[config.mk]
export PLATFORM = sky130hd
export DESIGN_NAME = pipe_trace_top
export DESIGN_NICKNAME = d
export VERILOG_FILES = /design/src/verilog/trace_pkg.sv /design/src/verilog/pipe_tag_shifter.sv /design/src/verilog/trace_record_table.sv /design/src/verilog/trace_ctrl_regs.sv /design/src/verilog/pipe_trace_top.sv
export VERILOG_INCLUDE_DIRS = /design/src /design/src/verilog
export SDC_FILE = /design/constraint.sdc
export NUM_CORES = 2
export LEC_CHECK = 0
export BUFFER_PORTS_ARGS = -buffer_cell sky130_fd_sc_hd__buf_2
export CORE_AREA = 2 2 461 463
export CTS_CLUSTER_SIZE = 8
export DETAILED_ROUTE_END_ITERATION = 8
export DIE_AREA = 0 0 463 465
export PLACE_DENSITY = 0.65
export SETUP_SLACK_MARGIN = 0.02
export SLEW_MARGIN = 25
export SYNTH_ARGS = -nofsm -noshare
export SYNTH_HDL_FRONTEND = slang
export SYNTH_HIERARCHICAL = 1
export SYNTH_SLANG_ARGS = --single-unit
[constraint.sdc]
create_clock -name clk -period 4.85 [get_ports clk]
set_input_delay 0.2425 -clock clk [delete_from_list [all_inputs] [get_ports clk]]
set_output_delay 0.2425 -clock clk [all_outputs]
set_load 0.02 [all_outputs]
[src/verilog/trace_macros.svh]
////////////////////////////////////////
// Sizes and register map of the trace unit
// Include in any file that needs them
////////////////////////////////////////
`ifndef TRACE_MACROS_SVH
`define TRACE_MACROS_SVH

`define TRACE_TAG_W    3       // Instruction tag width
`define TRACE_DEPTH    8       // Table entries above the 5 in flight
`define TRACE_STALL_W  8       // Saturating stall count width

// Register map on a 2-bit address
`define REG_CTRL       2'd0
`define REG_RETIRED    2'd1
`define REG_FLUSHED    2'd2
`define REG_CYCLE      2'd3

`endif

[src/verilog/trace_pkg.sv]
////////////////////////////////////////
// Types shared by the pipeline trace unit
// Stage slots, per-cycle events, trace records
////////////////////////////////////////
`include "trace_macros.svh"

package trace_pkg;

    typedef enum logic [2:0] {
        STAGE_IF  = 3'd0,
        STAGE_ID  = 3'd1,
        STAGE_EX  = 3'd2,
        STAGE_MEM = 3'd3,
        STAGE_WB  = 3'd4
    } stage_e;

    typedef enum logic [1:0] {
        RA_CTRL    = `REG_CTRL,
        RA_RETIRED = `REG_RETIRED,
        RA_FLUSHED = `REG_FLUSHED,
        RA_CYCLE   = `REG_CYCLE
    } reg_addr_e;

    typedef struct packed {
        logic                    valid;
        logic [`TRACE_TAG_W-1:0] tag;
    } stage_slot_t;

    // What happens at the coming clock edge
    typedef struct packed {
        logic [4:0]        enter;      // Stage newly occupied
        stage_slot_t [4:0] slots;      // Occupants after the edge
        logic [31:0]       fetch_pc;
        logic              stall_hit;  // Decode occupant held
        logic              retire;     // Write-back occupant leaves
        logic [1:0]        flushed;    // Valid instructions killed
    } stage_events_t;

    typedef struct packed {
        logic [`TRACE_TAG_W-1:0]   tag;
        logic [31:0]               pc;
        logic [31:0]               cyc_if;
        logic [31:0]               cyc_id;
        logic [31:0]               cyc_ex;
        logic [31:0]               cyc_mem;
        logic [31:0]               cyc_wb;
        logic [`TRACE_STALL_W-1:0] stall_cycles;
    } trace_record_t;

endpackage

[src/verilog/pipe_tag_shifter.sv]
////////////////////////////////////////
// Shadows the core's five stages with instruction tags
// Events describe the coming edge, so they are combinational
////////////////////////////////////////
`include "trace_macros.svh"

module pipe_tag_shifter (
    input  logic                     clk,
    input  logic                     rst,
    input  logic                     fetch_valid,
    input  logic                     stall,
    input  logic                     flush,
    input  logic [31:0]              fetch_pc,
    output trace_pkg::stage_events_t events
);
    import trace_pkg::*;

    stage_slot_t [4:0]       slots_q;     // Current occupants
    stage_slot_t [4:0]       slots_d;
    logic [`TRACE_TAG_W-1:0] next_tag_q;  // Wrapping tag source
    logic                    advance;     // Fetch and decode move on
    logic                    fetch_take;  // Accepted fetch
    logic                    dup_tag;

    assign advance    = !stall && !flush;
    assign fetch_take = fetch_valid && advance;

    ////////////////////////////////////////
    // Stage rules where flush wins over stall
    ////////////////////////////////////////
    always_comb begin
        slots_d[STAGE_WB]  = slots_q[STAGE_MEM];
        slots_d[STAGE_MEM] = slots_q[STAGE_EX];
        slots_d[STAGE_EX]  = advance ? slots_q[STAGE_ID] : '0;  // Bubble on hold
        if (flush) begin
            slots_d[STAGE_ID] = '0;
            slots_d[STAGE_IF] = '0;
        end else if (stall) begin
            slots_d[STAGE_ID] = slots_q[STAGE_ID];
            slots_d[STAGE_IF] = slots_q[STAGE_IF];
        end else begin
            slots_d[STAGE_ID] = slots_q[STAGE_IF];
            slots_d[STAGE_IF] = '{valid: fetch_valid, tag: next_tag_q};
        end
    end

    always_comb begin
        events.enter[STAGE_IF]  = fetch_take;
        events.enter[STAGE_ID]  = advance && slots_q[STAGE_IF].valid;
        events.enter[STAGE_EX]  = advance && slots_q[STAGE_ID].valid;
        events.enter[STAGE_MEM] = slots_q[STAGE_EX].valid;
        events.enter[STAGE_WB]  = slots_q[STAGE_MEM].valid;
        events.slots            = slots_d;
        events.fetch_pc         = fetch_pc;
        events.stall_hit        = stall && !flush && slots_q[STAGE_ID].valid;
        events.retire           = slots_q[STAGE_WB].valid;
        events.flushed          = flush ? {1'b0, slots_q[STAGE_IF].valid} +
                                          {1'b0, slots_q[STAGE_ID].valid} : 2'd0;
    end

    always_ff @(posedge clk or posedge rst) begin
        if (rst) begin
            slots_q    <= '0;
            next_tag_q <= '0;
        end else begin
            slots_q <= slots_d;
            if (fetch_take) begin
                next_tag_q <= next_tag_q + 1'b1;
            end
        end
    end

    // Tags in flight must be distinct or the table aliases them
    always_comb begin
        dup_tag = 1'b0;
        for (int i = 0; i < 5; i++) begin
            for (int j = i + 1; j < 5; j++) begin
                if (slots_q[i].valid && slots_q[j].valid && slots_q[i].tag == slots_q[j].tag) begin
                    dup_tag = 1'b1;
                end
            end
        end
    end

    a_unique_tags: assert property (@(posedge clk) disable iff (rst) !dup_tag);

endmodule

[src/verilog/trace_record_table.sv]
////////////////////////////////////////
// Per-tag table of stage timestamps and stall counts
// Emits a full record when its instruction retires
////////////////////////////////////////
`include "trace_macros.svh"

module trace_record_table (
    input  logic                     clk,
    input  logic                     rst,
    input  trace_pkg::stage_events_t events,
    input  logic                     trace_en,
    input  logic [31:0]              cycle,
    output trace_pkg::trace_record_t record,
    output logic                     record_valid
);
    import trace_pkg::*;

    trace_record_t           table_q [`TRACE_DEPTH];
    logic [`TRACE_TAG_W-1:0] wb_tag_q;   // Tag held in write-back now
    logic [31:0]             stamp;      // Counter value after the edge
    logic                    if_hold;    // Fetch occupant held by stall
    stage_slot_t             slot_if;
    stage_slot_t             slot_id;

    function automatic logic [`TRACE_STALL_W-1:0] sat_inc(
        input logic [`TRACE_STALL_W-1:0] v
    );
        return (v == '1) ? v : v + 1'b1;
    endfunction

    assign stamp   = cycle + 32'd1;
    assign slot_if = events.slots[STAGE_IF];
    assign slot_id = events.slots[STAGE_ID];
    // A valid fetch occupant that did not just enter is held and counts too
    // so latency stays 4 plus stall_cycles
    assign if_hold = slot_if.valid && !events.enter[STAGE_IF];

    ////////////////////////////////////////
    // Table writes
    ////////////////////////////////////////
    always_ff @(posedge clk) begin
        if (events.enter[STAGE_IF]) begin
            table_q[slot_if.tag] <= '{tag: slot_if.tag, pc: events.fetch_pc,
                                      cyc_if: stamp, default: '0};
        end
        if (events.enter[STAGE_ID]) begin
            table_q[slot_id.tag].cyc_id <= stamp;
        end
        if (events.enter[STAGE_EX]) begin
            table_q[events.slots[STAGE_EX].tag].cyc_ex <= stamp;
        end
        if (events.enter[STAGE_MEM]) begin
            table_q[events.slots[STAGE_MEM].tag].cyc_mem <= stamp;
        end
        if (events.enter[STAGE_WB]) begin
            table_q[events.slots[STAGE_WB].tag].cyc_wb <= stamp;
        end
        if (events.stall_hit) begin  // Held occupant keeps its tag
            table_q[slot_id.tag].stall_cycles <= sat_inc(table_q[slot_id.tag].stall_cycles);
        end
        if (if_hold) begin
            table_q[slot_if.tag].stall_cycles <= sat_inc(table_q[slot_if.tag].stall_cycles);
        end
    end

    ////////////////////////////////////////
    // Retire output
    ////////////////////////////////////////
    always_ff @(posedge clk) begin
        wb_tag_q <= events.slots[STAGE_WB].tag;
        if (events.retire) begin
            record <= table_q[wb_tag_q];  // Write-back stamp already stored
        end
    end

    always_ff @(posedge clk or posedge rst) begin
        if (rst) begin
            record_valid <= 1'b0;
        end else begin
            record_valid <= events.retire && trace_en;
        end
    end

    a_stamps_ordered: assert property (@(posedge clk) disable iff (rst)
        record_valid |-> (record.cyc_if <= record.cyc_id) &&
                         (record.cyc_id <= record.cyc_ex) &&
                         (record.cyc_ex <= record.cyc_mem) &&
                         (record.cyc_mem <= record.cyc_wb));

endmodule

[src/verilog/trace_ctrl_regs.sv]
////////////////////////////////////////
// Trace enable and read-only statistics counters
// Plain write strobe, combinational read
////////////////////////////////////////

module trace_ctrl_regs (
    input  logic                     clk,
    input  logic                     rst,
    input  logic                     reg_wr,
    input  logic [1:0]               reg_addr,
    input  logic [31:0]              reg_wdata,
    output logic [31:0]              reg_rdata,
    input  trace_pkg::stage_events_t events,
    output logic                     trace_en,
    output logic [31:0]              cycle
);
    import trace_pkg::*;

    reg_addr_e   addr;
    logic [31:0] retired_q;  // Retirements while enabled
    logic [31:0] flushed_q;  // Instructions killed by flush

    assign addr = reg_addr_e'(reg_addr);

    ////////////////////////////////////////
    // Registers and counters
    ////////////////////////////////////////
    always_ff @(posedge clk or posedge rst) begin
        if (rst) begin
            trace_en  <= 1'b1;
            cycle     <= '0;
            retired_q <= '0;
            flushed_q <= '0;
        end else begin
            cycle <= cycle + 32'd1;  // Free running
            if (reg_wr && addr == RA_CTRL) begin
                trace_en <= reg_wdata[0];
            end
            if (reg_wr && addr == RA_RETIRED) begin
                retired_q <= '0;
            end else if (events.retire && trace_en) begin
                retired_q <= retired_q + 32'd1;
            end
            if (reg_wr && addr == RA_FLUSHED) begin
                flushed_q <= '0;
            end else begin
                flushed_q <= flushed_q + {30'd0, events.flushed};
            end
        end
    end

    always_comb begin
        case (addr)
            RA_CTRL:    reg_rdata = {31'd0, trace_en};
            RA_RETIRED: reg_rdata = retired_q;
            RA_FLUSHED: reg_rdata = flushed_q;
            RA_CYCLE:   reg_rdata = cycle;
            default:    reg_rdata = '0;
        endcase
    end

endmodule

[src/verilog/pipe_trace_top.sv]
////////////////////////////////////////
// Pipeline trace unit top level
// Tag shifter, record table and register block
////////////////////////////////////////

module pipe_trace_top (
    input  logic                     clk,
    input  logic                     rst,
    input  logic                     fetch_valid,
    input  logic [31:0]              fetch_pc,
    input  logic                     stall,
    input  logic                     flush,
    input  logic                     reg_wr,
    input  logic [1:0]               reg_addr,
    input  logic [31:0]              reg_wdata,
    output logic [31:0]              reg_rdata,
    output trace_pkg::trace_record_t record,
    output logic                     record_valid
);
    import trace_pkg::*;

    stage_events_t events;    // Shifter to table and registers
    logic          trace_en;
    logic [31:0]   cycle;

    pipe_tag_shifter i_pipe_tag_shifter (
        .clk         (clk),
        .rst         (rst),
        .fetch_valid (fetch_valid),
        .stall       (stall),
        .flush       (flush),
        .fetch_pc    (fetch_pc),
        .events      (events)
    );

    trace_record_table i_trace_record_table (
        .clk          (clk),
        .rst          (rst),
        .events       (events),
        .trace_en     (trace_en),
        .cycle        (cycle),
        .record       (record),
        .record_valid (record_valid)
    );

    trace_ctrl_regs i_trace_ctrl_regs (
        .clk       (clk),
        .rst       (rst),
        .reg_wr    (reg_wr),
        .reg_addr  (reg_addr),
        .reg_wdata (reg_wdata),
        .reg_rdata (reg_rdata),
        .events    (events),
        .trace_en  (trace_en),
        .cycle     (cycle)
    );

endmodule

# == Word level (Yosys, flattened, before mapping) ==
# Memories as Yosys holds them, arrays and structs flattened. A register that Yosys moved wholly into a read port is not among the register bits.
# Cells that the tools add are included.
# word_totals
regBits,121
mem_bits_rw,1624
elab_cells,81
memories,1
# mem_list
name,depth,word_bits,rd,rd_clocked_by_memory_dff,write_ports,line_no,text
i_trace_record_table.table_q,8,203,3,1,5,trace_record_table.sv:18,trace_record_t table_q [`TRACE_DEPTH];
# classes
add_sub_neg,7
eq_ne,7
n_mux,26
bitwise,8
reduce_logical,16
# ops
cell,n
two-way mux 32 bit,4
one-hot mux 32 bit (4 select lines),1
"adder 32 x 1 -> 32 bit, second input constant",2
two-way mux 8 bit,5
adder 32 x 2 -> 32 bit,1
"adder 8 x 1 -> 8 bit, second input constant",2
"equality test 8 bit, second input constant",2
two-way mux 1 bit,14
logical AND 1 bit,11
"equality test 2 bit, second input constant",2
two-way mux 4 bit,1
"adder 3 x 1 -> 3 bit, second input constant",1
equality test 3 bit,1
logical NOT 1 bit,3
adder 1 x 1 -> 2 bit,1
AND 1 bit,2
"equality test 2 x 1 -> 1 bit, second input constant",1
logical NOT 2 bit,1
two-way mux 2 bit,1
"!= test 2 x 1 -> 1 bit, second input constant",1
NOT 1 bit,2
OR 1 bit,2
nonzero test 2 bit,1
"AND 1 bit, first input constant",1
"AND 1 bit, second input constant",1

# == Depth between registers and ports, before layout ==
# logic_depth
depth_word,10
ltp_mapped,18

# == Hierarchy ==
# Netlist, hierarchy kept.
# modules_own_cells
mod,n_inst,cells_per_inst,area_each_um2
trace_record_table,1,4282,74994.4
trace_ctrl_regs,1,568,5525.3
pipe_tag_shifter,1,101,1102.3

# == Worst setup path after synthesis ==
# OpenSTA, ideal clock, no wires.
# synth_timing
path_kind,input to register
start,in stall
end,mem i_trace_record_table/table_q[6][136] (netlist name) (enable)
setup_time_ns,0.421
t_arrival_ns,3.428
slack_ns,1.001
path_stages,8
n_path_buf,3
path_cell_list,buf_4 -> mux2i_1 -> nor2_1 -> clkbuf_1 -> clkbuf_1 -> nor2b_1 -> nand3_1 -> inv_1
# synth_lines
element,line_no,text
from (decl),pipe_trace_top.sv:11,"input logic stall,"
to (decl),trace_record_table.sv:18,

==> results.json <==
{
  "setup_viol": 0,
  "slew_headroom": 0.414,
  "die_x_um": 463,
  "crit_fanout": 24,
  "nNetsFinal": 5379,
  "ant_nets": 0,
  "drc_errors": 0,
  "routed_wirelength_mm": 209,
  "clock_latency_ps": 900,
  "start_util": 0.387,
  "cts.path.max_buffers": 4,
  "dp_hpwl_mm": 122,
  "drtIter0Drc": 4651,
  "ctsRootBufferMaster": "clkbuf_16",
  "wl_per_cell_um": 25.6,
  "fin_tns_setup_ps": 0,
  "internal_power_mw": 30.3,
  "p_sw_mw": 7.82,
  "finClkSkew_ps": 74.0,
  "clk_pin_slew_worst_paths_ps": 50,
  "combPwrFrac": 0.047,
  "rsz0062_at_grt": "false",
  "overflow": 0,
  "avgSynthCellArea_um2": 16.5,
  "rows": 169,
  "grt_max_degree": 103,
  "syn_nets": 5031,
  "grt_pass1_wl_mm": 306,
  "cts_tree": "built",
  "status": "complete, no violations",
  "finalPower_mw": 38.1,
  "layout-drive-gt1-share": 0.280,
  "via_per_inst": 5.54,
  "swShare": 0.205,
  "first_global_vias": 46321,
  "holdWs_ps": 114,
  "cp.arrival_ps": 4690,
  "critPathRequiredTime_ps": 5450,
  "power_leakage_nw": 31.1,
  "hold_viol_final": 0,
  "power_frac_clock": 0.462,
  "mappedNetlistArea_um2": 81600,
  "path_cells": "mux2i_1 > nor2_4 > buf_4 > mux4_1 > mux2_4 > ha_1 > inv_1 > or3b_4 > and3b_1 > o31ai_4 > mux2i_1",
  "cpMostUsedCell": "mux2i_1",
  "fmax_ghz": 0.244,
  "synth_warnings": 6,
  "die_h_um": 465,
  "p_per_area_nw_per_um2": 401,
  "final_max_slew_viol_count": 0,
  "die-area_um2": 215000,
  "critPathCaptureType": "flop",
  "r2r_start": "i_pipe_tag_shifter/next_tag_q[0]$_DFFE_PP0P_",
  "cts_buffers": 295,
  "critPathLaunchType": "flop",
  "area_growth_syn_to_layout_pct": 16.3,
  "num_io_pins": 308,
  "critical_path.slowest_cell": "mux4_1",
  "postSynthCellCount": 4949,
  "crit_start": "i_pipe_tag_shifter/next_tag_q[0]$_DFFE_PP0P_",
  "hold_path_class": "in -> async",
  "finalCriticalPeriod_ps": 4090,
  "htreeDepth": 5,
  "firstDrtPassIters": 7,
  "tightestPinTransition_ps": 878,
  "grt_usage": 0.192,
  "coreArea_um2": 211000,
  "drv_cap": 0,
  "power_frac_seq": 0.492,
  "antenna_found_initial": 10,
  "path_class": "reg -> reg",
  "port-buffer-count": 276,
  "numClockSinks": 1948,
  "fill_cells": 18057,
  "critPathMaxStageDelay_ps": 590,
  "fin_crit_sh": 0.844,
  "gp_congestion": 0.863,
  "ir_worst_vdd_v": 0.000378,
  "vias": 45234
}
[worst max-delay path: cells and delay by family (launching register included)]
kind                       cells  cell delay (ps)
AOI/OAI and AO/OA              1              500
and+or+nand+nor                3              940
buffers and inverters          2              490
DFF                            1              380
muxes                          4             1180
adders and majority gates      1              280
[layout by cell type, fill, tap and decap left out, types with 59 or more instances in the layout]
cell type,count
mux2i_1,60
buf_4,118
clkbuf_16,301
mux4_2,414
mux2_2,246
edfxtp_1,1827
inv_1,59
dfrtp_1,115
buf_2,276
nand2_1,122
nor2_1,1080
[sequential cells by signal, summed over array words and instances (netlist names)]
name                               cells
i_trace_ctrl_regs/retired_q           32
i_pipe_tag_shifter/slots_q             8
i_trace_record_table/table_q        1624
i_trace_record_table/record_valid      1
i_trace_record_table/record          203
i_pipe_tag_shifter/next_tag_q          3
i_trace_record_table/wb_tag_q          3
i_pipe_tag_shifter/events              9
i_trace_ctrl_regs/cycle               32
i_trace_ctrl_regs/flushed_q           32
i_trace_ctrl_regs/trace_en             1
[stage by stage]
stage / instance area, um^2 / utilization / setup slack (ps) / instances
global placement: 86600 / 0.411 / 631 / 7775
detailed placement: 86600 / 0.411 / 580 / 7777
global route: 94900 / 0.450 / 574 / 8162
CTS: 94800 / 0.450 / 761 / 8159
floorplan: 81600 / - / 1000 / 4949
finish: 94900 / 0.450 / 758 / 8166
[power groups by stage]
stage / clock network [mW] / logic [mW] / registers (mW)
after floorplan: 0 / 1.23 / 19.0
after CTS: 18.0 / 1.80 / 18.7
after global placement: 0 / 1.73 / 19.0
after detailed placement: 0 / 1.75 / 19.0
final: 17.6 / 1.78 / 18.7
after global routing: 18.7 / 1.91 / 18.7
[path summary, 6_finish.rpt]
path	cells past startpoint	slack, ps	endpoint
min	3	110	i_trace_ctrl_regs/retired_q[6]$_DFFE_PP0P_
max in group asynchronous	4	3730	i_trace_ctrl_regs/flushed_q[1]$_DFF_PP0_
min reg2reg	0	460	i_trace_record_table/wb_tag_q[1]$_DFF_P_
max	11	760	i_trace_record_table/table_q[1][3]$_DFFE_PP_
max reg2reg	11	760	i_trace_record_table/table_q[1][3]$_DFFE_PP_
min in group clk	2	130	i_trace_record_table/table_q[6][194]$_DFFE_PP_
[area by class of cell]
class / count / area, um^2 / share of cell area
inverters: 70 / 275 / 0.00290
clock buffers: 328 / 7640 / 0.0805
clock inverters: 12 / 111 / 0.00117
repair buffers: 463 / 3260 / 0.0343
flip-flops and latches: 1948 / 57900 / 0.610
diodes: 5 / 12.5 / 0.000132
multi-input cells: 2519 / 22200 / 0.234
well taps: 2821 / 3530 / 0.0372
[metal layers]
layer | up-vias | global-route usage | share of wire
met1 | 23596 | 0.262 | 0.41
met4 | 6 | 0.0659 | 0.030
met2 | 1957 | 0.306 | 0.48
met3 | 324 | 0.0408 | 0.080
li1 | 19351 | - | -
met5 | - | 0 | 0.00020
[timing repair]
| item | in CTS | in global routing |
|---|---|---|
| setup endpoints to repair | 0 | 0 |
| gates resized for setup | 0 | 0 |
| hold buffers | 42 | 0 |
| buffers inserted | 0 | 0 |
| hold endpoints to repair | 351 | 0 |
(Power assumes the default switching activity.)
